### src/design/arya_pkg.sv
`default_nettype none

package arya_pkg;

    //////////////////////////////////////////////////////////////////////
    // widths
    //////////////////////////////////////////////////////////////////////

    // datapath and memory word
    localparam int data_w      = 64;
    // full memory, instruction half plus data half
    localparam int mem_addr_w  = 10;
    localparam int inst_addr_w = 9;
    localparam int reg_addr_w  = 5;
    // immediate field, sign-extended to data_w
    localparam int imm_w       = 13;

    localparam int mem_words   = 2 ** mem_addr_w;
    localparam int reg_count   = 2 ** reg_addr_w;

    //////////////////////////////////////////////////////////////////////
    // types
    //////////////////////////////////////////////////////////////////////

    typedef logic [data_w-1:0]      word_t;
    typedef logic [mem_addr_w-1:0]  mem_addr_t;
    // also the index into the data half
    typedef logic [inst_addr_w-1:0] inst_addr_t;
    typedef logic [reg_addr_w-1:0]  reg_addr_t;
    // low 32 bits of a memory word
    typedef logic [31:0]            instr_t;

    // unlisted codes run as nop
    typedef enum logic [3:0] {
        op_nop   = 4'd0,
        op_add   = 4'd1,
        op_sub   = 4'd2,
        op_and   = 4'd3,
        op_or    = 4'd4,
        op_xor   = 4'd5,
        op_addi  = 4'd6,
        op_load  = 4'd7,
        op_store = 4'd8,
        op_halt  = 4'd15
    } opcode_e;

    // one instruction at a time through the five phases
    typedef enum logic [2:0] {
        st_idle,
        st_fetch,
        st_decode,
        st_execute,
        st_memory,
        st_writeback,
        st_halted
    } seq_state_e;

endpackage

`default_nettype wire

### src/design/arya_regfile.sv
`timescale 1ns/10ps
`default_nettype none

module arya_regfile (
    input  logic                clk,
    input  logic                rst_n,
    input  arya_pkg::reg_addr_t ra,
    input  arya_pkg::reg_addr_t rb,
    input  arya_pkg::reg_addr_t rd,
    input  logic                reg_we,
    input  arya_pkg::word_t     wdata,
    output arya_pkg::word_t     ra_data,
    output arya_pkg::word_t     rb_data
);
    import arya_pkg::*;

    word_t regs [reg_count];

    // single write port, all registers cleared on reset
    always_ff @(posedge clk or negedge rst_n) begin
        if (!rst_n) begin
            for (int i = 0; i < reg_count; i++) begin
                regs[i] <= '0;
            end
        end else if (reg_we) begin
            // r0 is an ordinary register
            regs[rd] <= wdata;
        end
    end

    // two async read ports
    assign ra_data = regs[ra];
    assign rb_data = regs[rb];

endmodule

`default_nettype wire

### config.mk
export PLATFORM = sky130hd
export DESIGN_NAME = arya_regfile
export DESIGN_NICKNAME = d
export VERILOG_FILES = /design/src/design/arya_pkg.sv /design/src/design/arya_regfile.sv
export SDC_FILE = /design/constraint.sdc
export NUM_CORES = 2
export LEC_CHECK = 0
export BUFFER_PORTS_ARGS = -buffer_cell sky130_fd_sc_hd__buf_2
export CAP_MARGIN = 20
export CORE_ASPECT_RATIO = 1.75
export CORE_MARGIN = 4
export CORE_UTILIZATION = 52
export CTS_BUF_LIST = sky130_fd_sc_hd__clkbuf_8
export DETAILED_ROUTE_END_ITERATION = 12
export PLACE_DENSITY = 0.68
export SYNTH_ARGS = -nofsm -noshare
export SYNTH_HDL_FRONTEND = slang
export SYNTH_SLANG_ARGS = --single-unit
### constraint.sdc
create_clock -name clk -period 3.3 [get_ports clk]
set_clock_uncertainty 0.15 [all_clocks]
set_input_delay 0.33 -clock clk [delete_from_list [all_inputs] [get_ports clk]]
set_output_delay 0.33 -clock clk [all_outputs]
set_load 0.02 [all_outputs]
* After elaboration in Yosys (flattened, before gate mapping)
Index checks and enable logic that the tools add are counted.
W data, S select, Z words.
** Storage, ports and cells
- Register bits after elaboration :: 2048
- Input bits :: 82
- Output and inout port bits :: 128
** Cells by class
- Magnitude comparators :: 4
- Muxes and demuxes :: 9
- Bitwise gates (word level) :: 3
- Reduce and logical (&&, ||, !) cells :: 1
** Operator list (number)
- $bwmux W2048 :: 1
- $bmux W64 S5 :: 2
- $demux W64 S5 :: 1
- $mux W64 :: 5
- $ge A6 B6 Y1 const B :: 3
- $not A5 Y6 :: 3
- $lt A6 B1 Y1 const B :: 1
- $logic_and A1 B1 Y1 :: 1

* Longest topological paths before layout
- Word-level depth :: 6
- Gate-level depth with buffers :: 10

* Worst setup path after synthesis
Ideal clock, no wire load.
- Kind :: input port to output port
- Start :: in ra[0]
- End :: out ra_data[14]
- Data arrival time :: 2.315 ns
- Slack :: 0.505 ns
- Stages :: 5
- Path buffers :: 2
- Cells stage by stage :: buf_4 > buf_1 > mux4_2 > mux4_2 > mux2_2
** Between the ends
- Word-level cells in the longest chain between the ends :: 4
** RTL lines
- from (decl) :: line arya_regfile.sv:7 : input arya_pkg::reg_addr_t ra,
- $not A5 Y6 (implied by the code) :: line arya_regfile.sv:32 : assign ra_data = regs[ra];
- $bmux W64 S5 :: line arya_regfile.sv:32
- $mux W64 (implied by the code) (2 in series) :: line arya_regfile.sv:32
- to (decl) :: line arya_regfile.sv:12 : output arya_pkg::word_t ra_data,
Every way passes these cells. The select of a mux whose other input is x is not followed.

* Worst setup path in the final report
- Start :: reg regs[1728] (netlist bit)
- End :: out rb_data[0]
** Between the ends
- Word-level cells in the longest chain between the ends :: 3
** RTL lines
- from (decl) :: line arya_regfile.sv:17 : word_t regs [reg_count];
- from (signal, indexed assignment) :: line arya_regfile.sv:27 : regs[rd] <= wdata;
- $bmux W64 S5 :: line arya_regfile.sv:33 : assign rb_data = regs[rb];
- $mux W64 (implied by the code) (2 in series) :: line arya_regfile.sv:33
- to (decl) :: line arya_regfile.sv:13 : output arya_pkg::word_t rb_data
Every way passes these cells. The select of a mux whose other input is x is not followed.

==> results.json <==
{
  "status": "finished with violations",
  "violations": "negative setup slack",
  "async_flop_share_pct": 100,
  "synthAdderAreaFrac_pct": 0,
  "slew_violations": 0,
  "cts_tree": "done",
  "drc": 0,
  "initial_utilization_pct": 52.3,
  "hp-class": "in -> async",
  "dieArea_mm2": 0.216,
  "place_hpwl_mm": 200,
  "ys_types": 38,
  "clockRootBuffer": "clkbuf_8",
  "synth_seq_cells": 2048,
  "htree_levels": 5,
  "synthTopCellsByArea": "dfrtp_1, mux4_2, mux2_2",
  "yosysSeqAreaShare_pct": 47.3,
  "worst_pin_slew_ps": 1250,
  "numPortBuffers": 209,
  "synthXorXnorAreaFrac_pct": 0,
  "clkSinkCount": 2048,
  "total_power_uw": 72500,
  "grt_pass1_vias": 73000,
  "largest-register": "regs",
  "ctsLongestPathBuffers": 4,
  "layout_commonest_cell": "dfrtp_1",
  "rrSetupSlack_ps": 2130,
  "largest_reg_flops": 2048,
  "clock_latency_ps": 930,
  "finalSetupViolCount": 3,
  "rsz0062_at_grt": "yes",
  "grt_pass1_wl_mm": 498,
  "whs_ps": 48.6,
  "synth_top_family_by_area": "multiplexers",
  "track_usage_pct": 31.3,
  "core_mm2": 0.207,
  "synthDominantCellAreaShare_pct": 47.3,
  "ys.flop_type": "dfrtp_1",
  "min_period_ps": 3320,
  "place_inst": 9126,
  "crit_path_end_kind": "output pin",
  "synth_edf_count": 0,
  "first_pass_iters": 5,
  "io_pins": 210,
  "drt_iter0_drc": 6295,
  "antenna_found_initial": 21,
  "max_freq_mhz": 301,
  "num-nets-final": 6976,
  "fin_cells": 9802,
  "worstSetupStartpointType": "flip-flop",
  "required_ps": 2820,
  "area_growth_pct": 14.1,
  "irDropWorstVdd_mv": 0.362,
  "ys_warn_count": 0,
  "hold_violations": 0,
  "final_cell_mix": "dfrtp_1, mux2_2, mux4_2",
  "cp.arrival_ps": 2840,
  "avgViaCountPerCell": 6.89,
  "min_period_over_period_pct": 101,
  "syn_inst": 6528,
  "grt_max_degree": 118,
  "clk_pin_slew_worst_paths_ps": 70,
  "timing.final.ws_setup_ps": -17.7,
  "rows": 221,
  "die_w_um": 353,
  "ant_nets": 0,
  "synth_compound_area_share_pct": 1.04,
  "numCtsBuffers": 312,
  "place_congestion": 0.825,
  "syn_area_mm2": 0.108,
  "wl_per_cell_um": 34.4,
  "synth_nets": 6610,
  "path_class": "reg -> out",
  "slew_headroom_pct": 17.0,
  "drive_gt1_share_pct": 60.9,
  "grt_overflow": 0,
  "die_h_um": 612,
  "p_leak_uw": 0.0543,
  "synth_top_area_cell": "dfrtp_1",
  "crit_fanout": 3,
  "syn_area_per_cell_um2": 16.6,
  "synthMuxAreaShare_pct": 48.3,
  "num_vias": 67500,
  "drt-total-wl_mm": 337,
  "power_density_mw_per_mm2": 587,
  "nFillCells": 15600,
  "cap_violations": 0,
  "yosys.area_share.simple_pct": 0.481,
  "largestRegisters": "regs x2048"
}
-- Yosys cell counts, types with 2 or more instances --
cell,number
clkbuf_1,454
buf_2,173
buf_6,7
nor3b_1,5
o21ai_0,7
a32o_1,7
a21oi_1,22
nor2_2,4
buf_4,43
nor2_1,24
mux2_2,1983
o31ai_1,3
o22ai_1,41
nand2_1,50
a221oi_1,43
o22a_1,3
a211oi_1,6
and2_1,3
a22o_1,8
and3_1,4
nor2b_1,7
mux2i_1,145
nand3b_1,4
mux2_1,220
nor3_1,2
a221o_1,10
buf_1,36
nand3_1,2
dfrtp_1,2048
mux4_2,1154
nand2b_1,3
-- stage by stage --
step	setup WS [ps]	TNS, ps	area (um2)	utilization (%)
3_5_place_dp	-34.0	-34.0	115000	55.7
6_report	-17.7	-18.9	124000	59.6
4_1_cts	-79.7	-543	123000	59.6
5_1_grt	-83.1	-412	124000	59.6
2_1_floorplan	505	0	108000	-
3_3_place_gp	-54.5	-54.5	115000	55.7
-- report_power, final --
group          internal (uW)  switching (uW)  total [uW]
Combinational          10700            6430       17100
Sequential             30000            3720       33800
Clock                  11300           10200       21600
Total                  52100           20400       72500
-- kinds of logic after synthesis --
group           after synthesis
flops                      2048
compound gates              152
simple gates                111
mux                        3502
buf+inv                     715
-- per-layer routing --
metal | track usage (%) | wire length [um]
met3 | 4.96 | 22400
met5 | 0 | 94
met4 | 12.4 | 15300
met2 | 52.3 | 167000
met1 | 41.6 | 132000
-- path summary, 6_finish.rpt --
path / endpoint / startpoint / cells after the start
max in group asynchronous: regs[925] / rst_n / 4
hold / removal: regs[777] / rst_n / 3
hold reg to reg: regs[716] / regs[716] / 1
setup / recovery: rb_data[0] / regs[1728] / 4
min in group clk: regs[821] / reg_we / 4
setup reg to reg: regs[60] / regs[60] / 3
-- area by class of cell --
class	instances	area [um2]	share of cell area [%]
antenna	9	22.5	0.0182
clock inverter	139	776	0.628
tap	2676	3350	2.71
timing repair buffer	765	8180	6.62
inverter	2	11.3	0.00912
clock buffer	398	5480	4.43
multi-input combinational	3765	54500	44.1
sequential	2048	51200	41.5
-- what timing repair did --
| item | in CTS | in global routing |
|---|---|---|
| hold buffers | 69 | 0 |
| endpoints found under the hold margin | 3595 | 0 |
| gates resized for setup | 170 | 15 |
| buffers inserted | 57 | 4 |
| setup endpoints to repair | 68 | 28 |
-- critical path, stage by stage, from the launching register on --
cell     delay, ps
dfrtp_1        400
mux4_2         480
mux4_2         510
mux2_4         340
buf_6          150
No activity file was read; power rests on OpenSTA's default activity.
