`src/design/arya_pkg.sv`:
```
`default_nettype none

package arya_pkg;

    //////////////////////////////////////////////////////////////////////
    // widths
    //////////////////////////////////////////////////////////////////////

    // datapath and memory word
    localparam int data_w      = 64;
    // full memory, instruction half plus data half
    localparam int mem_addr_w  = 10;
    localparam int inst_addr_w = 9;
    localparam int reg_addr_w  = 5;
    // immediate field, sign-extended to data_w
    localparam int imm_w       = 13;

    localparam int mem_words   = 2 ** mem_addr_w;
    localparam int reg_count   = 2 ** reg_addr_w;

    //////////////////////////////////////////////////////////////////////
    // types
    //////////////////////////////////////////////////////////////////////

    typedef logic [data_w-1:0]      word_t;
    typedef logic [mem_addr_w-1:0]  mem_addr_t;
    // also the index into the data half
    typedef logic [inst_addr_w-1:0] inst_addr_t;
    typedef logic [reg_addr_w-1:0]  reg_addr_t;
    // low 32 bits of a memory word
    typedef logic [31:0]            instr_t;

    // unlisted codes run as nop
    typedef enum logic [3:0] {
        op_nop   = 4'd0,
        op_add   = 4'd1,
        op_sub   = 4'd2,
        op_and   = 4'd3,
        op_or    = 4'd4,
        op_xor   = 4'd5,
        op_addi  = 4'd6,
        op_load  = 4'd7,
        op_store = 4'd8,
        op_halt  = 4'd15
    } opcode_e;

    // one instruction at a time through the five phases
    typedef enum logic [2:0] {
        st_idle,
        st_fetch,
        st_decode,
        st_execute,
        st_memory,
        st_writeback,
        st_halted
    } seq_state_e;

endpackage

`default_nettype wire

```
`src/design/arya_decoder.sv`:
```
`timescale 1ns/10ps
`default_nettype none

module arya_decoder (
    input  logic                clk,
    input  logic                rst_n,
    input  logic                decode_en,
    input  arya_pkg::word_t     rdata,
    output arya_pkg::reg_addr_t ra,
    output arya_pkg::reg_addr_t rb,
    output arya_pkg::reg_addr_t rd,
    output arya_pkg::word_t     imm,
    output arya_pkg::opcode_e   opcode,
    output logic                is_halt,
    output logic                mem_to_reg,
    output logic                writes_reg,
    output logic                is_store
);
    import arya_pkg::*;

    instr_t ir;

    // instruction register, nop out of reset
    always_ff @(posedge clk or negedge rst_n) begin
        if (!rst_n) begin
            ir <= '0;
        end else if (decode_en) begin
            // instruction sits in low half of the word
            ir <= rdata[31:0];
        end
    end

    //////////////////////////////////////////////////////////////////////
    // fields
    //////////////////////////////////////////////////////////////////////

    assign opcode = opcode_e'(ir[31:28]);
    assign ra     = ir[27:23];
    assign rb     = ir[22:18];
    assign rd     = ir[17:13];
    // sign extend imm
    assign imm    = {{(data_w - imm_w){ir[imm_w-1]}}, ir[imm_w-1:0]};

    //////////////////////////////////////////////////////////////////////
    // control
    //////////////////////////////////////////////////////////////////////

    always_comb begin
        writes_reg = 1'b0;
        mem_to_reg = 1'b0;
        is_store   = 1'b0;
        case (opcode)
            op_add, op_sub, op_and, op_or, op_xor, op_addi: begin
                writes_reg = 1'b1;
            end
            op_load: begin
                // rd gets the word read in memory phase
                writes_reg = 1'b1;
                mem_to_reg = 1'b1;
            end
            op_store: is_store = 1'b1;
            // nop, halt and unused codes do nothing here
            default: writes_reg = 1'b0;
        endcase
    end

    assign is_halt = (opcode == op_halt);

endmodule

`default_nettype wire

```
`config.mk`:
```
export PLATFORM = sky130hd
export DESIGN_NAME = arya_decoder
export DESIGN_NICKNAME = d
export VERILOG_FILES = /design/src/design/arya_pkg.sv /design/src/design/arya_decoder.sv
export SDC_FILE = /design/constraint.sdc
export NUM_CORES = 1
export LEC_CHECK = 0
export ABC_CLOCK_PERIOD_IN_PS = 2980
export BUFFER_PORTS_ARGS = -buffer_cell sky130_fd_sc_hd__buf_4
export CORE_AREA = 4 4 71 73
export CTS_CLUSTER_SIZE = 8
export DETAILED_ROUTE_END_ITERATION = 10
export DIE_AREA = 0 0 75 77
export GPL_TIMING_DRIVEN = 1
export PLACE_DENSITY = 0.82
export REMOVE_ABC_BUFFERS = 1
export SYNTH_ARGS = -nofsm -noshare
export SYNTH_HDL_FRONTEND = slang
export SYNTH_SLANG_ARGS = --single-unit
```
`constraint.sdc`:
```
create_clock -name clk -period 2.98 [get_ports clk]
set_input_delay 0.149 -clock clk [delete_from_list [all_inputs] [get_ports clk]]
set_output_delay 0.149 -clock clk [all_outputs]
set_load 0.1 [all_outputs]
```
After elaboration in Yosys (flattened, before gate mapping)
Index checks and enable logic that the tools add are counted.
Widths: inputs -> output; s select.
{"block": "word_totals", "reg_bits": 32, "input_bits": 67, "word_cells": 14}
{"block": "classes", "n_eq_ne": 9, "n_mux": 3, "n_reduce_logical": 1}
{"op": "$eq 4x3->1 const B", "count": 4}
{"op": "$eq 4x2->1 const B", "count": 2}
{"op": "$eq 4x4->1 const B", "count": 2}
{"op": "$reduce_or 7->1", "count": 1}
{"op": "$eq 4x1->1 const B", "count": 1}
{"op": "$mux 1", "count": 3}

Logic depth before layout (Yosys ltp)
{"block": "logic_depth", "ltp_word": 3, "mapped_depth": 4, "depth_no_buf": 2}

Worst setup path before layout
Ideal clock, no wire load.
{"block": "synth_path", "path_kind": "register to output", "from": "register ir[30]", "to": "output port is_halt", "arrival_ps": 2427, "required_time_ps": 2831, "path_slack_ps": 404, "path_stages_with_launch": 3, "path_cell_list": "dfrtp_1 -> nand3_1 -> nor2_1"}
{"block": "synth_via", "elab_chain_cells": 1}
{"item": "start: declaration", "line": "arya_decoder.sv:21", "rtl": "instr_t ir;"}
{"item": "start signal: assignment", "line": "arya_decoder.sv:29", "rtl": "ir <= rdata[31:0];"}
{"item": "$eq 4x4->1", "line": "arya_decoder.sv:67", "rtl": "assign is_halt = (opcode == op_halt);"}
{"item": "end: declaration", "line": "arya_decoder.sv:14", "rtl": "output logic is_halt,"}
Every way passes these cells.

Worst setup path after layout
{"block": "layout_path", "from": "register ir[29]", "to": "output port is_store"}
{"block": "layout_via", "elab_chain_cells": 2}
{"item": "$eq 4x4->1", "line": "arya_decoder.sv:52", "rtl": "case (opcode)"}
{"item": "$mux 1", "line": "arya_decoder.sv:52"}
{"item": "end: declaration", "line": "arya_decoder.sv:17", "rtl": "output logic is_store"}
Every way passes these cells.

==> metrics.md <==
| Metric | Value |
|---|---|
| CTS tree | yes |
| Slew HR | 0.628 |
| Setup crit start kind | flop |
| Antenna viol nets, final | 0 |
| Endpoints failing setup | 0 |
| Leakage | about 1.3 nW |
| Nature of the critical path endpoint | output port |
| Period utilization | 0.521 |
| DRT iter0 DRCs | 15 |
| Peak VDD IR | 0.359 mV |
| Final setup TNS | 0 ns |
| Worst-path fanout max | 4 |
| Reg2Reg Launch Point | ir[30] |
| Worst r2r path cells | 1 |
| # IOs | 154 |
| Biggest cell delay along the critical path | 0.41 ns |
| Starting Density | 0.402 |
| Worst-path clk slew | 0.07 ns |
| Max Root-Sink Buffers | 2 |
| Post-Route Skew | 0 ns |
| Synth unique cells | 13 |
| Die Area | 0.00578 sq mm |
| Crit path DAT | 1.40 ns |
| Fmax | 644 MHz |
| Hold Crit Depth | 2 |
| Number of H-tree levels | 2 |
| Largest reg by FF count | ir |
| Largest net degree at the start of global routing | 53 |
| Via count | 1122 |
| Worst reg2reg setup slack | 2.17 ns |
| Final Util | 0.546 |
| #FFs+latches synth | 32 |
| Crit path max-delay cell type | dfrtp_1 |
| Clk Latency, worst-skew pair | 0.27 ns |
| FF-to-FF End | ir[30] |
| Die X | approximately 75 um |
| Largest area contributor in the netlist | dfrtp_1 |
| Crit-path cells | nor3_1, and2_1, buf_4 |
| Commonest non-fill, non-tap cells in the layout | 122 x buf_4, 32 x dfrtp_1, 28 x mux2_4 |
| Area grow syn2layout | 35.8% |
| Avg Vias per Cell | 4.40 |
| GR Util All Layers | 0.128 |
| Least-Margin Pin Slew | 0.558 ns |
| RSZ-0062 raised after global routing | no |
| Fin nets | 269 |
| I/O Buffers | roughly 120 |
| Wire per inst | 14.9 um |
| Largest cells by area after synthesis | dfrtp_1 46%, mux2_4 24%, buf_4 22%, buf_12 3.4%, mux2_2 1.9% |
| Crit path kind | reg2out |
| Status | completed |
| Registers with the most flip-flops | ir (32) |
| Number of buffers created by CTS | 5 |
| Drt total wl | approximately 3800 um |
| Core area | about 0.0044 sq mm |
| Top cell type's share of synthesized area | 0.458 |
| Post-synthesis average cell area | 13.8 sq um |
| # DRC | 0 |
| Netlist Area Pre-Place | 0.00175 sq mm |
| Max Cap Viol | 0 |
| Shortest period the worst path allows | 1.55 ns |
| Fin. Hold Viols | 0 |
| Synthesized instance count | 127 |
| Vias in the first global route | 1114 |
| FP Rows | 24 |
| Hold endpoint | ir[27] |
| Initial DRT Pass Iterations | 4 |
| Root Driver | clkbuf_8 |
| Initial antenna violation count | 0 |
| Most common cell after layout, fill and taps aside | buf_4 |
| Ant diodes | 0 |
| Pwr Density | 871 mW/mm^2 |
| Register area share after synthesis | 0.458 |
| Ys Warns | 0 |
| Layout cells sized above 1 | 0.783 |
| GR Overflow Total | 0 |
| First-pass GRT wire length | 5610 um |
| Largest register FFs | 32 |
| Die Ht | 77 um |
| HP Start | rdata[27] |
| Pins Over Slew Limit | 0 |
| Placer Congestion | 0.665 |
| Clk sink count | 32 |
| Worst hold path class | in2reg |
| Worst Path Required | roughly 2.8 ns |
## routing by layer
| layer | GRT usage | part of all wire | wire length (um) |
|---|---|---|---|
| met5 | 0 | 0 | 0 |
| met2 | 0.216 | 0.49 | 1870 |
| met4 | 0.0374 | 0.0026 | 10 |
| met3 | 0.0601 | 0.17 | 629 |
| met1 | 0.139 | 0.34 | 1280 |
## logic make-up after synthesis
kind of cell,after synthesis,share of synthesized area
DFF,32,0.458
and+or+nand+nor,7,0.0179
AOI/OAI and AO/OA,1,0.00286
buffers and inverters,56,0.262
muxes,31,0.260
## synthesized netlist by cell type
| cell | instances |
|---|---|
| and2_1 | 1 |
| buf_12 | 3 |
| buf_4 | 51 |
| buf_6 | 1 |
| dfrtp_1 | 32 |
| inv_1 | 1 |
| mux2_2 | 3 |
| mux2_4 | 28 |
| nand2_1 | 1 |
| nand3_1 | 1 |
| nor2_1 | 3 |
| nor3_1 | 1 |
| o21ai_0 | 1 |
## report_power, final
group          internal, mW  switching (mW)
Combinational         0.237           0.984
Sequential            0.478          0.0290
Clock                 0.188           0.152
## area by class of cell
class                           count  area, sq um
Sequential cell                    32          801
Multi-Input combinational cell     39          490
Inverter                            1         3.75
Tap cell                           52         65.1
Timing Repair Buffer              123          926
Clock buffer                        8         90.1
Fill cell                         365         1980
## critical path: cells and delay by family, from the launching register on
| family | cells | cell delay [ns] |
|---|---|---|
| buffers and inverters | 1 | 0.28 |
| flip-flops | 1 | 0.41 |
| AND/OR/NAND/NOR | 2 | 0.43 |
## stage by stage
stage               total power, mW  setup slack [ns]  std cells  cell area (sq um)  hold WS (ns)
detailed placement             1.74              1.71        246               2280         0.120
global route                   2.14              1.30        255               2380        0.0813
finish                         2.07              1.43        255               2380         0.100
global placement               1.73              1.76        246               2280         0.116
CTS                            2.10              1.40        255               2380        0.0835
floorplan                      1.16            -31.48         72               1290        -0.147
## worst max path at each step
stage	start	end	slack (ns)	cells after the start
global route	ir[29]	is_store	1.30	3
CTS	ir[29]	is_store	1.40	3
finish	ir[29]	is_store	1.43	3
floorplan	ir[12]	ir[12]	-31.48	1
global placement	ir[12]	imm[61]	1.76	2
detailed placement	ir[29]	is_store	1.71	3
## timing repair
item / CTS / global route
resized for setup: 0 / 0
setup endpoints to repair: 0 / 0
endpoints found under the hold margin: 32 / 0
setup buffers: 0 / 0
hold buffers: 1 / 0
(Power assumes the default switching activity.)
