<file path="config.mk">
export PLATFORM = sky130hd
export DESIGN_NAME = arya_pc
export DESIGN_NICKNAME = d
export VERILOG_FILES = /design/src/design/arya_pkg.sv /design/src/design/arya_pc.sv
export SDC_FILE = /design/constraint.sdc
export NUM_CORES = 1
export LEC_CHECK = 0
export ABC_AREA = 1
export BUFFER_PORTS_ARGS = -buffer_cell sky130_fd_sc_hd__buf_2
export CAP_MARGIN = 20
export CELL_PAD_IN_SITES_DETAIL_PLACEMENT = 0
export CELL_PAD_IN_SITES_GLOBAL_PLACEMENT = 1
export CORE_AREA = 2 2 39 41
export CTS_CLUSTER_DIAMETER = 60
export DETAILED_ROUTE_END_ITERATION = 12
export DIE_AREA = 0 0 41 43
export PLACE_DENSITY_LB_ADDON = 0.15
export SLEW_MARGIN = 30
export SYNTH_ARGS = -nofsm -noshare
export SYNTH_HDL_FRONTEND = slang
export SYNTH_SLANG_ARGS = --single-unit
</file>
<file path="constraint.sdc">
create_clock -name clk -period 1.3 [get_ports clk]
set_input_delay 0.065 -clock clk [delete_from_list [all_inputs] [get_ports clk]]
set_output_delay 0.065 -clock clk [all_outputs]
set_load 0.05 [all_outputs]
</file>
<file path="src/design/arya_pkg.sv">
`default_nettype none

package arya_pkg;

    //////////////////////////////////////////////////////////////////////
    // widths
    //////////////////////////////////////////////////////////////////////

    // datapath and memory word
    localparam int data_w      = 64;
    // full memory, instruction half plus data half
    localparam int mem_addr_w  = 10;
    localparam int inst_addr_w = 9;
    localparam int reg_addr_w  = 5;
    // immediate field, sign-extended to data_w
    localparam int imm_w       = 13;

    localparam int mem_words   = 2 ** mem_addr_w;
    localparam int reg_count   = 2 ** reg_addr_w;

    //////////////////////////////////////////////////////////////////////
    // types
    //////////////////////////////////////////////////////////////////////

    typedef logic [data_w-1:0]      word_t;
    typedef logic [mem_addr_w-1:0]  mem_addr_t;
    // also the index into the data half
    typedef logic [inst_addr_w-1:0] inst_addr_t;
    typedef logic [reg_addr_w-1:0]  reg_addr_t;
    // low 32 bits of a memory word
    typedef logic [31:0]            instr_t;

    // unlisted codes run as nop
    typedef enum logic [3:0] {
        op_nop   = 4'd0,
        op_add   = 4'd1,
        op_sub   = 4'd2,
        op_and   = 4'd3,
        op_or    = 4'd4,
        op_xor   = 4'd5,
        op_addi  = 4'd6,
        op_load  = 4'd7,
        op_store = 4'd8,
        op_halt  = 4'd15
    } opcode_e;

    // one instruction at a time through the five phases
    typedef enum logic [2:0] {
        st_idle,
        st_fetch,
        st_decode,
        st_execute,
        st_memory,
        st_writeback,
        st_halted
    } seq_state_e;

endpackage

`default_nettype wire

</file>
<file path="src/design/arya_pc.sv">
`timescale 1ns/10ps
`default_nettype none

module arya_pc (
    input  logic                clk,
    input  logic                rst_n,
    input  logic                pc_step,
    output arya_pkg::inst_addr_t pc
);
    import arya_pkg::*;

    inst_addr_t pc_q;

    //////////////////////////////////////////////////////////////////////
    // instruction pointer
    //////////////////////////////////////////////////////////////////////

    // start of program after reset
    always_ff @(posedge clk or negedge rst_n) begin
        if (!rst_n) begin
            pc_q <= '0;
        end else if (pc_step) begin
            // natural wrap at 512, stays in lower half
            pc_q <= pc_q + 1'b1;
        end
    end

    // no branches, so only ever steps
    assign pc = pc_q;

endmodule

`default_nettype wire

</file>
After elaboration in Yosys (flattened, before gate mapping)
Cells that the tools add are included.
{ "word_totals": {"inputBits": 3, "wordCells": 2, "out_inout_bits": 9, "reg_bits": 9} }
{ "op_classes": {"add_sub_neg": 1} }
{ "op_table": {"columns": ["cell", "n"], "rows": [
  ["adder 9 x 1 -> 9 bit, second input constant", 1]
]} }

Depth between registers and ports, before layout
Gate-level depths: netlist (run 1).
{ "logic_depth": {"depth_word": 1, "depth_mapped": 7} }

Worst setup path after synthesis (run 1)
OpenSTA, ideal clock, no wires.
{ "synth_timing": {"kind": "register to register", "from": "reg pc_q[0], in the netlist pc[0]", "to": "reg pc_q[8], in the netlist pc[8]", "path_buffers": 0, "setup_time_ns": 0.113, "t_arrival_ns": 1.350, "path_stages_with_launch": 7, "path_slack_ns": -0.163, "cell_sequence": "dfrtp_1 -> ha_1 -> nand3_1 -> nor2_2 -> nand3_1 -> nand2_1 -> inv_1"} }
{ "synth_via": {"elab_chain_cells": 1} }
{ "synth_rtl": {"columns": ["element", "line", "source"], "rows": [
  ["from (decl)", "arya_pc.sv:12", "inst_addr_t pc_q;"],
  ["from (signal assigned)", "arya_pc.sv:24", "pc_q <= pc_q + 1'b1;"],
  ["adder 9 x 1 -> 9 bit", "arya_pc.sv:24", null]
]} }
Every way passes these cells.
A chain may end at the register's enable or synchronous reset.

Worst setup path in the final report (run 1)
Ends and elaborated chain as after synthesis.

==> results.md, run 1 <==
Route:
- In this run the remaining antenna-violating nets after routing total 0.
- The number of violations reported at the end of detailed-routing iteration 0 is 7.
- The number of search-and-repair iterations in the first detailed-routing pass is 4.
- The remaining routing DRC violations is 0.
- The detailed-route via count is 362.
- Dividing the detail-routed wire length by the instance count gives 10.6 microns.
- Wires add up to 813 microns.
- Using the TritonRoute via totals, the vias-per-cell ratio works out to 4.70.

Hold path:
- The worst hold endpoint is pc[0].
- The worst hold path begins at pc_step.
- The path class of the lowest-slack min-delay path is input pin to flop.
- The count of cells along the worst hold path is 2.

Die:
- The floorplan has 14 rows.
- The floorplan step defined a die boundary enclosing 0.00176 sq mm.
- The initial utilization of the core area, before any placement, comes to 0.312.
- The floorplan step set the die height to 43 microns.
- The die width is 41 microns.
- The floorplan core area is 0.00138 sq mm.
- The number of placed I/O pins is 12.

Critical path:
- Together, buffers and inverters on the worst path number 1.
- The cell family contributing the most delay on the critical path is flip-flops.
- In this run the worst path has a maximum fanout of 5.
- The capture point of the worst reg-to-reg path is pc[8].
- The logic depth of the worst register-to-register path is 6.
- The source of the worst register-to-register timing path is pc[0].
- The startpoint type of the worst setup path is a flop.
- The most numerous cell on the critical path is sky130_fd_sc_hd__nand3_1.
- The signal on the critical path passes through ha_1 -> nand3_1 -> nor2_2 -> nand3_1 -> nand2_1 -> inv_1.
- The critical path class is flop to flop.
- The peak per-stage delay on the critical path is 0.40 ns.
- Data on the critical path arrives at its endpoint at 1.28 ns.
- The nature of the critical path endpoint is a flop.
- The critical path data required time is 1.46 ns.
- The worst register-to-register path has a setup slack of 0.18 ns.
- The slowest stage cell on the critical path is sky130_fd_sc_hd__dfrtp_2.

Global route:
- The initial antenna violation count is 0.
- The largest net degree at the start of global routing is 10.
- The first global-routing pass estimated 1240 microns of wire.
- The number of global-route vias before repair is 289.
- The total overflow left after global routing is 0.
- The global-route total usage across every layer is 0.110.

Timing:
- In this run the tightest slew margin relative to its limit is 0.834.
- Setup repair after global routing left no endpoint under its margin.
- The final hold slack is 0.0879 ns.
- The number of max-slew violations in the final report is 0.
- The final hold violation count came to 0.
- Setup violations remaining at the end of the flow were counted as 0.
- The transition time at the pin with the least slew margin is 0.251 ns.
- For the final database, setup skew stands at 0.00239 ns.
- The final setup TNS is 0 ns.
- The highest clock frequency the design can meet is 895 MHz.
- Dividing the final minimum period by the clock period gives 0.860.
- Subtracting the final worst setup slack from the clock period gives 1.12 ns.

Yosys:
- For this run, the leading register cell type out of synthesis is sky130_fd_sc_hd__dfrtp_1.
- The share of the yosys chip area belonging to registers is 0.522.
- The average footprint of a synthesized cell is 9.38 sq um.
- The share of synthesized flip-flops with an asynchronous set or reset is 1.00.
- The most instantiated library cell after synthesis is sky130_fd_sc_hd__nand2_1.
- Synthesis produced 46 cells.
- In the post-synthesis netlist, the biggest area contributors are sky130_fd_sc_hd__dfrtp_1 (52%), sky130_fd_sc_hd__nand2_1 (9.6%), sky130_fd_sc_hd__xor2_1 (8.1%), sky130_fd_sc_hd__inv_1 (5.2%), sky130_fd_sc_hd__nand3_1 (4.6%).
- The post-synth net total is 50.
- Counting distinct cell types in the post-synthesis netlist gives 14.
- The portion of synthesized cell area occupied by the leading cell type is 0.522.
- Ranked by instance count, the synthesized netlist is headed by sky130_fd_sc_hd__nand2_1 (11), sky130_fd_sc_hd__dfrtp_1 (9), sky130_fd_sc_hd__inv_1 (6).
- For this run, the number of Yosys warnings is 0.
- Summing every instance area after synthesis gives 432 sq um.
- The synthesis-stage register bit count is 9.
- The library cell with the largest summed area after synthesis is sky130_fd_sc_hd__dfrtp_1.
- Counting flops with a built-in enable in the synthesized netlist gives 0.

Clock tree:
- In this run the number of H-tree levels came out at 1.
- Buffers inserted during clock tree synthesis total 3.
- After clock tree synthesis, the flow added hold-fix buffers numbering 1.
- The number of setup buffers added after CTS is 0.
- Clock tree synthesis selected as its root buffer the cell sky130_fd_sc_hd__clkbuf_4.
- The clock insertion delay at the later pin of the skew report is 0.26 ns.
- The register clock-pin slew on the reported worst setup and hold paths is 0.06 ns.
- TritonCTS built the clock tree.
- The TritonCTS sink count is 9.
- No sink is reached through more buffers than the 2 on the longest clock path.
- The number of gates resized after CTS was 0.

Run status:
- The flow ran to the end, and the final reports show no timing, DRC or antenna violations.

Power and ir drop:
- Dividing total power by cell area gives a power density of 2720 mW/mm^2.
- The worst voltage drop across the vdd grid is 1.14 mV.
- Summed over all cells, the static leakage comes to 0.270 nW.
- Overall power consumption after layout is estimated at 1.46 mW.

Layout:
- The fraction of final layout cells sized beyond drive strength 1 is 0.311.
- The repair_antennas step left the layout with diodes totalling 0.
- The final layout contains 66 nets.
- Measured on the finished design, the core utilization comes to 0.389.
- The number of flip-flops in the largest register is 9.
- From synthesis to final layout, the design area changed by 24.6%.
- The number of standard cells in the final layout excluding fillers is 77.

Place:
- The post-placement cell count is 72.
- At the end of routability-driven placement, the weighted congestion stood at 0.618.
- Port buffering added 11 buffers.
- The placed wire-length estimate is 603 microns.

Run:
- The number of max-cap violations is 0.
worst max path at each step:
| stage | slack, ns | depth (start not counted) | end | start |
|---|---|---|---|---|
| after detailed placement | 0.18 | 6 | pc[8] | pc[0] |
| final | 0.18 | 6 | pc[8] | pc[0] |
| after floorplan | 0.01 | 6 | pc[8] | pc[0] |
| after global routing | 0.09 | 6 | pc[8] | pc[0] |
| after CTS | 0.18 | 6 | pc[8] | pc[0] |
| after global placement | 0.20 | 2 | pc[1] | pc[0] |
layer usage:
metal	GRT usage	vias to the layer above	part of all wire
li1	-	178	-
met1	0.150	167	0.48
met2	0.141	15	0.42
met3	0.0314	2	0.086
met4	0.0800	0	0.0098
met5	0	-	0
area by class of cell:
class                   instances  area (sq um)
repair buffers                 12          65.1
clock buffers                   4          26.3
multi-input cells              30           176
well taps                      16          20.0
inverters                       6          22.5
flip-flops and latches          9           228
fillers                       146           846
kinds of logic after synthesis:
| family | after synthesis | synth area share |
|---|---|---|
| buf+inv | 7 | 0.0696 |
| flops | 9 | 0.522 |
| simple gates | 22 | 0.241 |
| xor+xnor | 5 | 0.101 |
| compound gates | 1 | 0.0116 |
| mux | 1 | 0.0261 |
| fa+ha+maj | 1 | 0.0290 |
where the power goes:
| part | leakage (nW) | switching (mW) | internal, mW | total (mW) |
|---|---|---|---|---|
| clock | 0.0150 | 0.102 | 0.119 | 0.221 |
| combinational | 0.149 | 0.522 | 0.181 | 0.704 |
| sequential | 0.105 | 0.146 | 0.394 | 0.540 |
| total | 0.270 | 0.770 | 0.694 | 1.46 |
through the flow:
step / worst slack [ns] / area, sq um
final: 0.182 / 538
after global routing: 0.0912 / 538
after CTS: 0.175 / 538
after detailed placement: 0.180 / 502
after global placement: 0.201 / 502
after floorplan: 0.00994 / 434
cells in the final DEF, fill, tap and decap left out:
cell type,netlist,final
sky130_fd_sc_hd__nand3_1,4,4
sky130_fd_sc_hd__nand2_1,11,11
sky130_fd_sc_hd__inv_1,6,6
sky130_fd_sc_hd__nand4_1,3,3
sky130_fd_sc_hd__nor2_1,1,1
sky130_fd_sc_hd__ha_1,1,1
sky130_fd_sc_hd__xnor2_1,1,1
sky130_fd_sc_hd__mux2_2,1,1
sky130_fd_sc_hd__clkbuf_1,0,1
sky130_fd_sc_hd__dlygate4sd3_1,0,1
sky130_fd_sc_hd__clkbuf_4,0,3
sky130_fd_sc_hd__dfrtp_2,0,2
sky130_fd_sc_hd__dfrtp_1,9,7
sky130_fd_sc_hd__nor2_2,2,2
sky130_fd_sc_hd__o21ai_0,1,1
sky130_fd_sc_hd__buf_2,0,11
sky130_fd_sc_hd__nand3b_1,1,1
sky130_fd_sc_hd__xor2_1,4,4
Note: power is estimated with default switching activity, not from simulation.
==> run 2: changes to the inputs <==
==> constraint.sdc (replaced) <==
create_clock -name clk -period 1.21 [get_ports clk]
set_input_delay 0.0605 -clock clk [delete_from_list [all_inputs] [get_ports clk]]
set_output_delay 0.0605 -clock clk [all_outputs]
set_load 0.05 [all_outputs]
==> results.md, run 2 (synthesis gave the netlist of run 1 again) <==
Run status:
- The flow ran to the end, and the final reports show no timing, DRC or antenna violations.

Critical path:
- The startpoint type of the worst setup path is a flop.
- The maximum fanout along the worst path came to 3 (-2).
- The worst setup path is captured at an output port.
- The critical path in this run is classified as flop to output port.
- The critical path data required time came to 1.15 ns (-0.31 ns).
- The arrival time of the worst setup path was 1.05 ns (-0.23 ns).

Route:
- The detail-routed via count per cell was 4.62 (-1.7%).
- The total wire length came to 883 microns (+8.6%).
- The number of routed nets with antenna violations came to 0 (unchanged).
- The detailed-route via count is 365 (+0.83%).
- The average wire per standard cell is 11.2 microns (+5.9%).
- The remaining routing DRC violations came to 0 (unchanged).
- The number of search-and-repair iterations in the first detailed-routing pass came to 2 (-2).
- The number of violations reported at the end of detailed-routing iteration 0 is 1 (-6).

Clock tree:
- The register clock-pin slew on the reported worst setup and hold paths is 0.06 ns (about the same).
- TritonCTS built the clock tree.
- Clock tree synthesis selected as its root buffer the cell sky130_fd_sc_hd__clkbuf_4.
- The deepest level of the CTS H-tree was 1 (unchanged).
- The total clock buffers created by CTS is 3 (unchanged).
- The clock insertion delay at the later pin of the skew report came to 0.26 ns (about the same).
- The number of buffers on the longest clock path came to 2 (unchanged).
- The TritonCTS sink count came to 9 (unchanged).
- The number of gates resized after cts is 0 (unchanged).

Die:
- The number of rows created at floorplan is 14 (unchanged).
- The number of placed I/O pins was 12 (unchanged).
- The overall die area came to 0.00176 sq mm (unchanged).
- The floorplan core area is 0.00138 sq mm (unchanged).
- The die width was 41 microns (unchanged).
- The starting utilization of the core area is 0.312 (unchanged).
- The height of the die is 43 microns (unchanged).

Timing:
- The final hold slack is 0.0598 ns (-0.0280 ns).
- The setup-violating endpoint count in the final report is 0 (unchanged).
- In the finished design, the share of the clock period the worst path needs comes to 0.916.
- The worst-case clock skew is 0.00632 ns (+0.00393 ns).
- The number of max-slew violations in the final report is 0 (unchanged).
- Timing would allow up to 902 MHz.
- The transition time at the pin with the least slew margin was 0.248 ns (-0.00286 ns).
- The headroom to the max-slew limit is 0.836 (+0.00189).
- The final setup TNS is 0 ns (unchanged).
- The final setup slack of the worst path is 0.102 ns (-0.0807 ns).
- Setup repair after global routing left no endpoint under its margin.
- The post-route minimum period is 1.11 ns.
- The final hold violation count is 0 (unchanged).

Global route:
- The initial antenna violation count is 0 (unchanged).
- The global-route total usage across every layer is 0.128 (+0.0186).
- The residual overflow from global routing is 0 (unchanged).
- The largest net degree at the start of global routing came to 10 (unchanged).
- The first-pass GRT wire length came to 1440 microns (+16%).
- The number of global-route vias before repair is 318 (+10%).

Layout:
- The fraction of final layout cells sized beyond drive strength 1 came to 0.381 (+0.0695).
- The number of flip-flops in the largest register was 9 (unchanged).
- The final-layout fill cell count came to 149 (+2.1%).
- The post-route core utilization came to 0.410 (+0.0217).
- The sequential cell area in the final layout is 230 sq um (+1.1%).
- The area used by multi-input combinational logic is 189 sq um (+7.1%).
- The post-layout net count was 68 (+3.0%).
- Compared with the post-synthesis result, the final layout area differs by 31.6%.
- The number of antenna cells inserted is 0 (unchanged).
- The top cell types in the final layout, fill and taps aside, are sky130_fd_sc_hd__nand2_1 (11), sky130_fd_sc_hd__buf_2 (11), sky130_fd_sc_hd__inv_1 (6).

Run:
- The number of max-cap violations was 0 (unchanged).

Place:
- The placer congestion estimate was 0.619 (about the same).
- The placed wire-length estimate is 657 microns (+8.8%).
- The post-placement worst setup slack is 0.130 ns (-0.0501 ns).
- The number of I/O port buffers was 11 (unchanged).

Power and ir drop:
- The power per cell area is 2910 mW/mm^2 (+7.0%).
- The leakage power figure is 0.277 nW (+2.8%).
- The worst voltage drop across the vdd grid is 1.21 mV (+5.6%).

Hold path:
- The min-delay analysis places its worst path in the category input pin to flop.
[run 2: power by group]
| group | switching, mW | leakage [nW] | internal (mW) |
|---|---|---|---|
| registers | 0.164 | 0.103 | 0.430 |
| clock network | 0.109 | 0.0150 | 0.127 |
| logic | 0.573 | 0.159 | 0.251 |
[run 2: cell type report]
class | instances | share of cell area
flip-flops and latches | 9 | 0.405
clock buffers | 4 | 0.0463
repair buffers | 14 | 0.141
multi-input cells | 30 | 0.333
well taps | 16 | 0.0352
inverters | 6 | 0.0396
[run 2: per-layer routing]
metal | track usage | wire (microns) | share of wire | vias up
met5 | 0 | 0 | 0 | -
met4 | 0.100 | 31 | 0.035 | 0
met3 | 0.0314 | 60 | 0.068 | 5
met2 | 0.159 | 376 | 0.43 | 15
met1 | 0.180 | 414 | 0.47 | 166
li1 | - | - | - | 179
[run 2: metrics by stage]
| step | power [mW] | cell area (sq um) | instances |
|---|---|---|---|
| floorplan | 1.19 | 449 | 46 |
| global placement | 1.39 | 517 | 72 |
| global route | 1.79 | 568 | 79 |
| detailed placement | 1.38 | 517 | 72 |
| finish | 1.65 | 568 | 79 |
| CTS | 1.63 | 553 | 77 |
[run 2: worst max-delay path, cell delays in order, from the launching register on]
cell and delay, ns:
sky130_fd_sc_hd__dfrtp_2 0.43, sky130_fd_sc_hd__buf_4 0.15, sky130_fd_sc_hd__buf_2 0.20
[run 2: path summary, 6_finish.rpt]
kind	from	to	slack, ns	depth (start not counted)
min in group asynchronous	rst_n	pc[5]	0.17	2
worst max register to register	pc[1]	pc[8]	0.15	6
worst min-delay path	pc_step	pc[0]	0.06	2
worst max-delay path	pc[0]	pc[0]	0.10	2
worst min register to register	pc[4]	pc[4]	0.53	1
max in group asynchronous	rst_n	pc[2]	0.84	2
[run 2: what timing repair did]
item,4_1_cts,5_1_grt
hold endpoints to repair,9,0
endpoints found under the setup margin,0,1
hold buffers,1,0
setup buffers,0,2
==> run 3: changes to the inputs <==
--- a/config.mk
+++ b/config.mk
@@ -14,7 +14,7 @@
 export CTS_CLUSTER_DIAMETER = 60
 export DETAILED_ROUTE_END_ITERATION = 12
 export DIE_AREA = 0 0 41 43
-export PLACE_DENSITY_LB_ADDON = 0.15
+export PLACE_DENSITY_LB_ADDON = 0.25
 export SLEW_MARGIN = 30
 export SYNTH_ARGS = -nofsm -noshare
 export SYNTH_HDL_FRONTEND = slang
==> results.md, run 3 (synthesis gave the netlist of run 1 again) <==
Clock tree:
- The number of gates resized after cts came to 0 (unchanged).
- The cts-stage hold buffer count is 1 (unchanged).
- The clock insertion delay at the later pin of the skew report is 0.26 ns (about the same).
- The deepest level of the CTS H-tree came to 1 (unchanged).
- The cell at the root of the clock tree is sky130_fd_sc_hd__clkbuf_4.
- The total clock buffers created by CTS is 3 (unchanged).
- The TritonCTS sink count is 9 (unchanged).
- The register clock-pin slew on the reported worst setup and hold paths is 0.06 ns (about the same).
- TritonCTS built the clock tree.
- The number of setup buffers added after CTS is 0 (unchanged).
- The number of buffers on the longest clock path came to 2 (unchanged).

Hold path:
- In this run the worst hold path is classified as input pin to flop.

Layout:
- The post-layout net count is 66 (-2.9%).
- The area added between synthesis and finish is 28.1%.
- The top cell types in the final layout, fill and taps aside, are sky130_fd_sc_hd__nand2_1 (11), sky130_fd_sc_hd__buf_2 (11), sky130_fd_sc_hd__inv_1 (6).
- The number of antenna cells inserted was 0 (unchanged).
- The number of flip-flops in the largest register is 9 (unchanged).
- The post-route core utilization is 0.400 (-0.0109).
- The fraction of final layout cells sized beyond drive strength 1 came to 0.361 (-0.0203).
- The number of standard cells in the final layout excluding fillers is 77 (-2.5%).
- The cell area after layout is 553 sq um (-2.6%).

Global route:
- The global-route total usage across every layer is 0.112 (-0.0158).
- The residual overflow from global routing is 0 (unchanged).
- The first-pass GRT wire length is 1300 microns (-9.6%).
- The largest net degree at the start of global routing is 10 (unchanged).
- The initial antenna violation count is 0 (unchanged).
- The number of global-route vias before repair is 322 (+1.3%).

Critical path:
- The critical path data required time is 1.36 ns (+0.21 ns).
- The critical path goes through ha_4 -> nand3_1 -> nor2_2 -> nand3_1 -> nand2_1 -> inv_1.
- The arrival time of the worst setup path is 1.27 ns (+0.22 ns).
- The slowest stage cell on the critical path is sky130_fd_sc_hd__dfrtp_2.
- The maximum fanout along the worst path is 5 (+2).
- The nature of the critical path endpoint is a flop.
- The worst setup path is of the flop to flop kind.
- The peak per-stage delay on the critical path is 0.43 ns (about the same).
- The worst setup path is launched from a flop.
- The worst path buffer plus inverter count is 1 (-1).
- In this design, the critical path's most frequently occurring cell is sky130_fd_sc_hd__nand3_1.
- In this design, the largest share of critical-path delay is due to flip-flops.

Die:
- The number of rows created at floorplan came to 14 (unchanged).
- The height of the die is 43 microns (unchanged).
- The number of placed I/O pins is 12 (unchanged).
- The overall die area is 0.00176 sq mm (unchanged).
- The starting utilization of the core area is 0.312 (unchanged).
- The floorplan core area is 0.00138 sq mm (unchanged).
- The die width was 41 microns (unchanged).

Route:
- The average wire per standard cell came to 11.1 microns (-0.42%).
- The detail-routed via count per cell was 4.65 (+0.63%).
- The total wire length came to 857 microns (-2.9%).
- The number of search-and-repair iterations in the first detailed-routing pass was 4 (+2).
- The number of violations reported at the end of detailed-routing iteration 0 is 3 (+2).
- The number of routed nets with antenna violations is 0 (unchanged).
- The remaining routing DRC violations is 0 (unchanged).
- The detailed-route via count was 358 (-1.9%).

Place:
- The placed wire-length estimate is 619 microns (-5.7%).
- The number of I/O port buffers is 11 (unchanged).
- The post-placement cell area is 517 sq um (unchanged).
- The post-placement cell count was 72 (unchanged).
- The placer congestion estimate is 0.672 (+8.7%).

Timing:
- The post-route minimum period came to 1.12 ns (+0.00717 ns).
- The final hold violation count is 0 (unchanged).
- The headroom to the max-slew limit came to 0.834 (-0.00168).
- The worst-case clock skew came to 0.00480 ns (-0.00152 ns).
- The number of max-slew violations in the final report is 0 (unchanged).
- The transition time at the pin with the least slew margin is 0.250 ns (+0.00254 ns).
- The highest clock frequency the design can meet is 897 MHz (-0.64%).
- The setup-violating endpoint count in the final report came to 0 (unchanged).
- The final critical-path share of the clock period came to 0.922 (+0.00593).
- Setup repair after global routing left no endpoint under its margin.

Power and ir drop:
- The leakage power figure is 0.267 nW (-3.5%).
- The power per cell area is 2910 mW/mm^2 (about the same).
- The worst voltage drop across the vdd grid was 1.18 mV (-2.3%).

Run status:
- The run finished with clean final reports.

Run:
- The number of max-cap violations is 0 (unchanged).
[run 3: layout make-up]
| class | count | area, sq um |
|---|---|---|
| fill | 145 | 831 |
| sequential | 9 | 230 |
| tap | 16 | 20.0 |
| inverter | 6 | 22.5 |
| clock buffer | 4 | 26.3 |
| timing repair buffer | 12 | 65.1 |
| multi-input combinational | 30 | 189 |
[run 3: layer usage]
metal	vias up	share of wire	wire length, microns	GRT usage
li1	177	-	-	-
met1	166	0.46	392	0.129
met2	13	0.47	400	0.169
met3	2	0.069	59	0.0314
met4	0	0.0047	4	0.0800
met5	-	0	0	0
[run 3: metrics by stage]
stage               setup WS, ns  power (mW)  setup TNS (ns)  hold slack (ns)
CTS                       0.0862        1.64               0           0.0744
global route            0.000457        1.72               0           0.0949
global placement           0.126        1.40               0          -0.0712
floorplan                -0.0334        1.19         -0.0334           -0.235
detailed placement         0.114        1.39               0          -0.0789
finish                    0.0946        1.61               0           0.0865
[run 3: power breakdown]
group          switching [mW]  internal, mW
Sequential              0.175         0.431
Combinational           0.563         0.214
Clock                   0.102         0.127
Total                   0.839         0.771
[run 3: final timing paths]
| path | startpoint | to | slack [ns] | cells past startpoint |
|---|---|---|---|---|
| min | pc_step | pc[0] | 0.09 | 2 |
| min in group asynchronous | rst_n | pc[7] | 0.18 | 2 |
| max reg2reg | pc[0] | pc[8] | 0.09 | 6 |
| max | pc[0] | pc[8] | 0.09 | 6 |
| max in group asynchronous | rst_n | pc[4] | 0.83 | 2 |
| min reg2reg | pc[7] | pc[7] | 0.51 | 2 |
[run 3: worst reg2reg max path: stages (launching register included)]
cell and delay [ns]:
sky130_fd_sc_hd__dfrtp_2 0.43, sky130_fd_sc_hd__ha_4 0.16, sky130_fd_sc_hd__nand3_1 0.08, sky130_fd_sc_hd__nor2_2 0.15, sky130_fd_sc_hd__nand3_1 0.08, sky130_fd_sc_hd__nand2_1 0.07, sky130_fd_sc_hd__inv_1 0.04
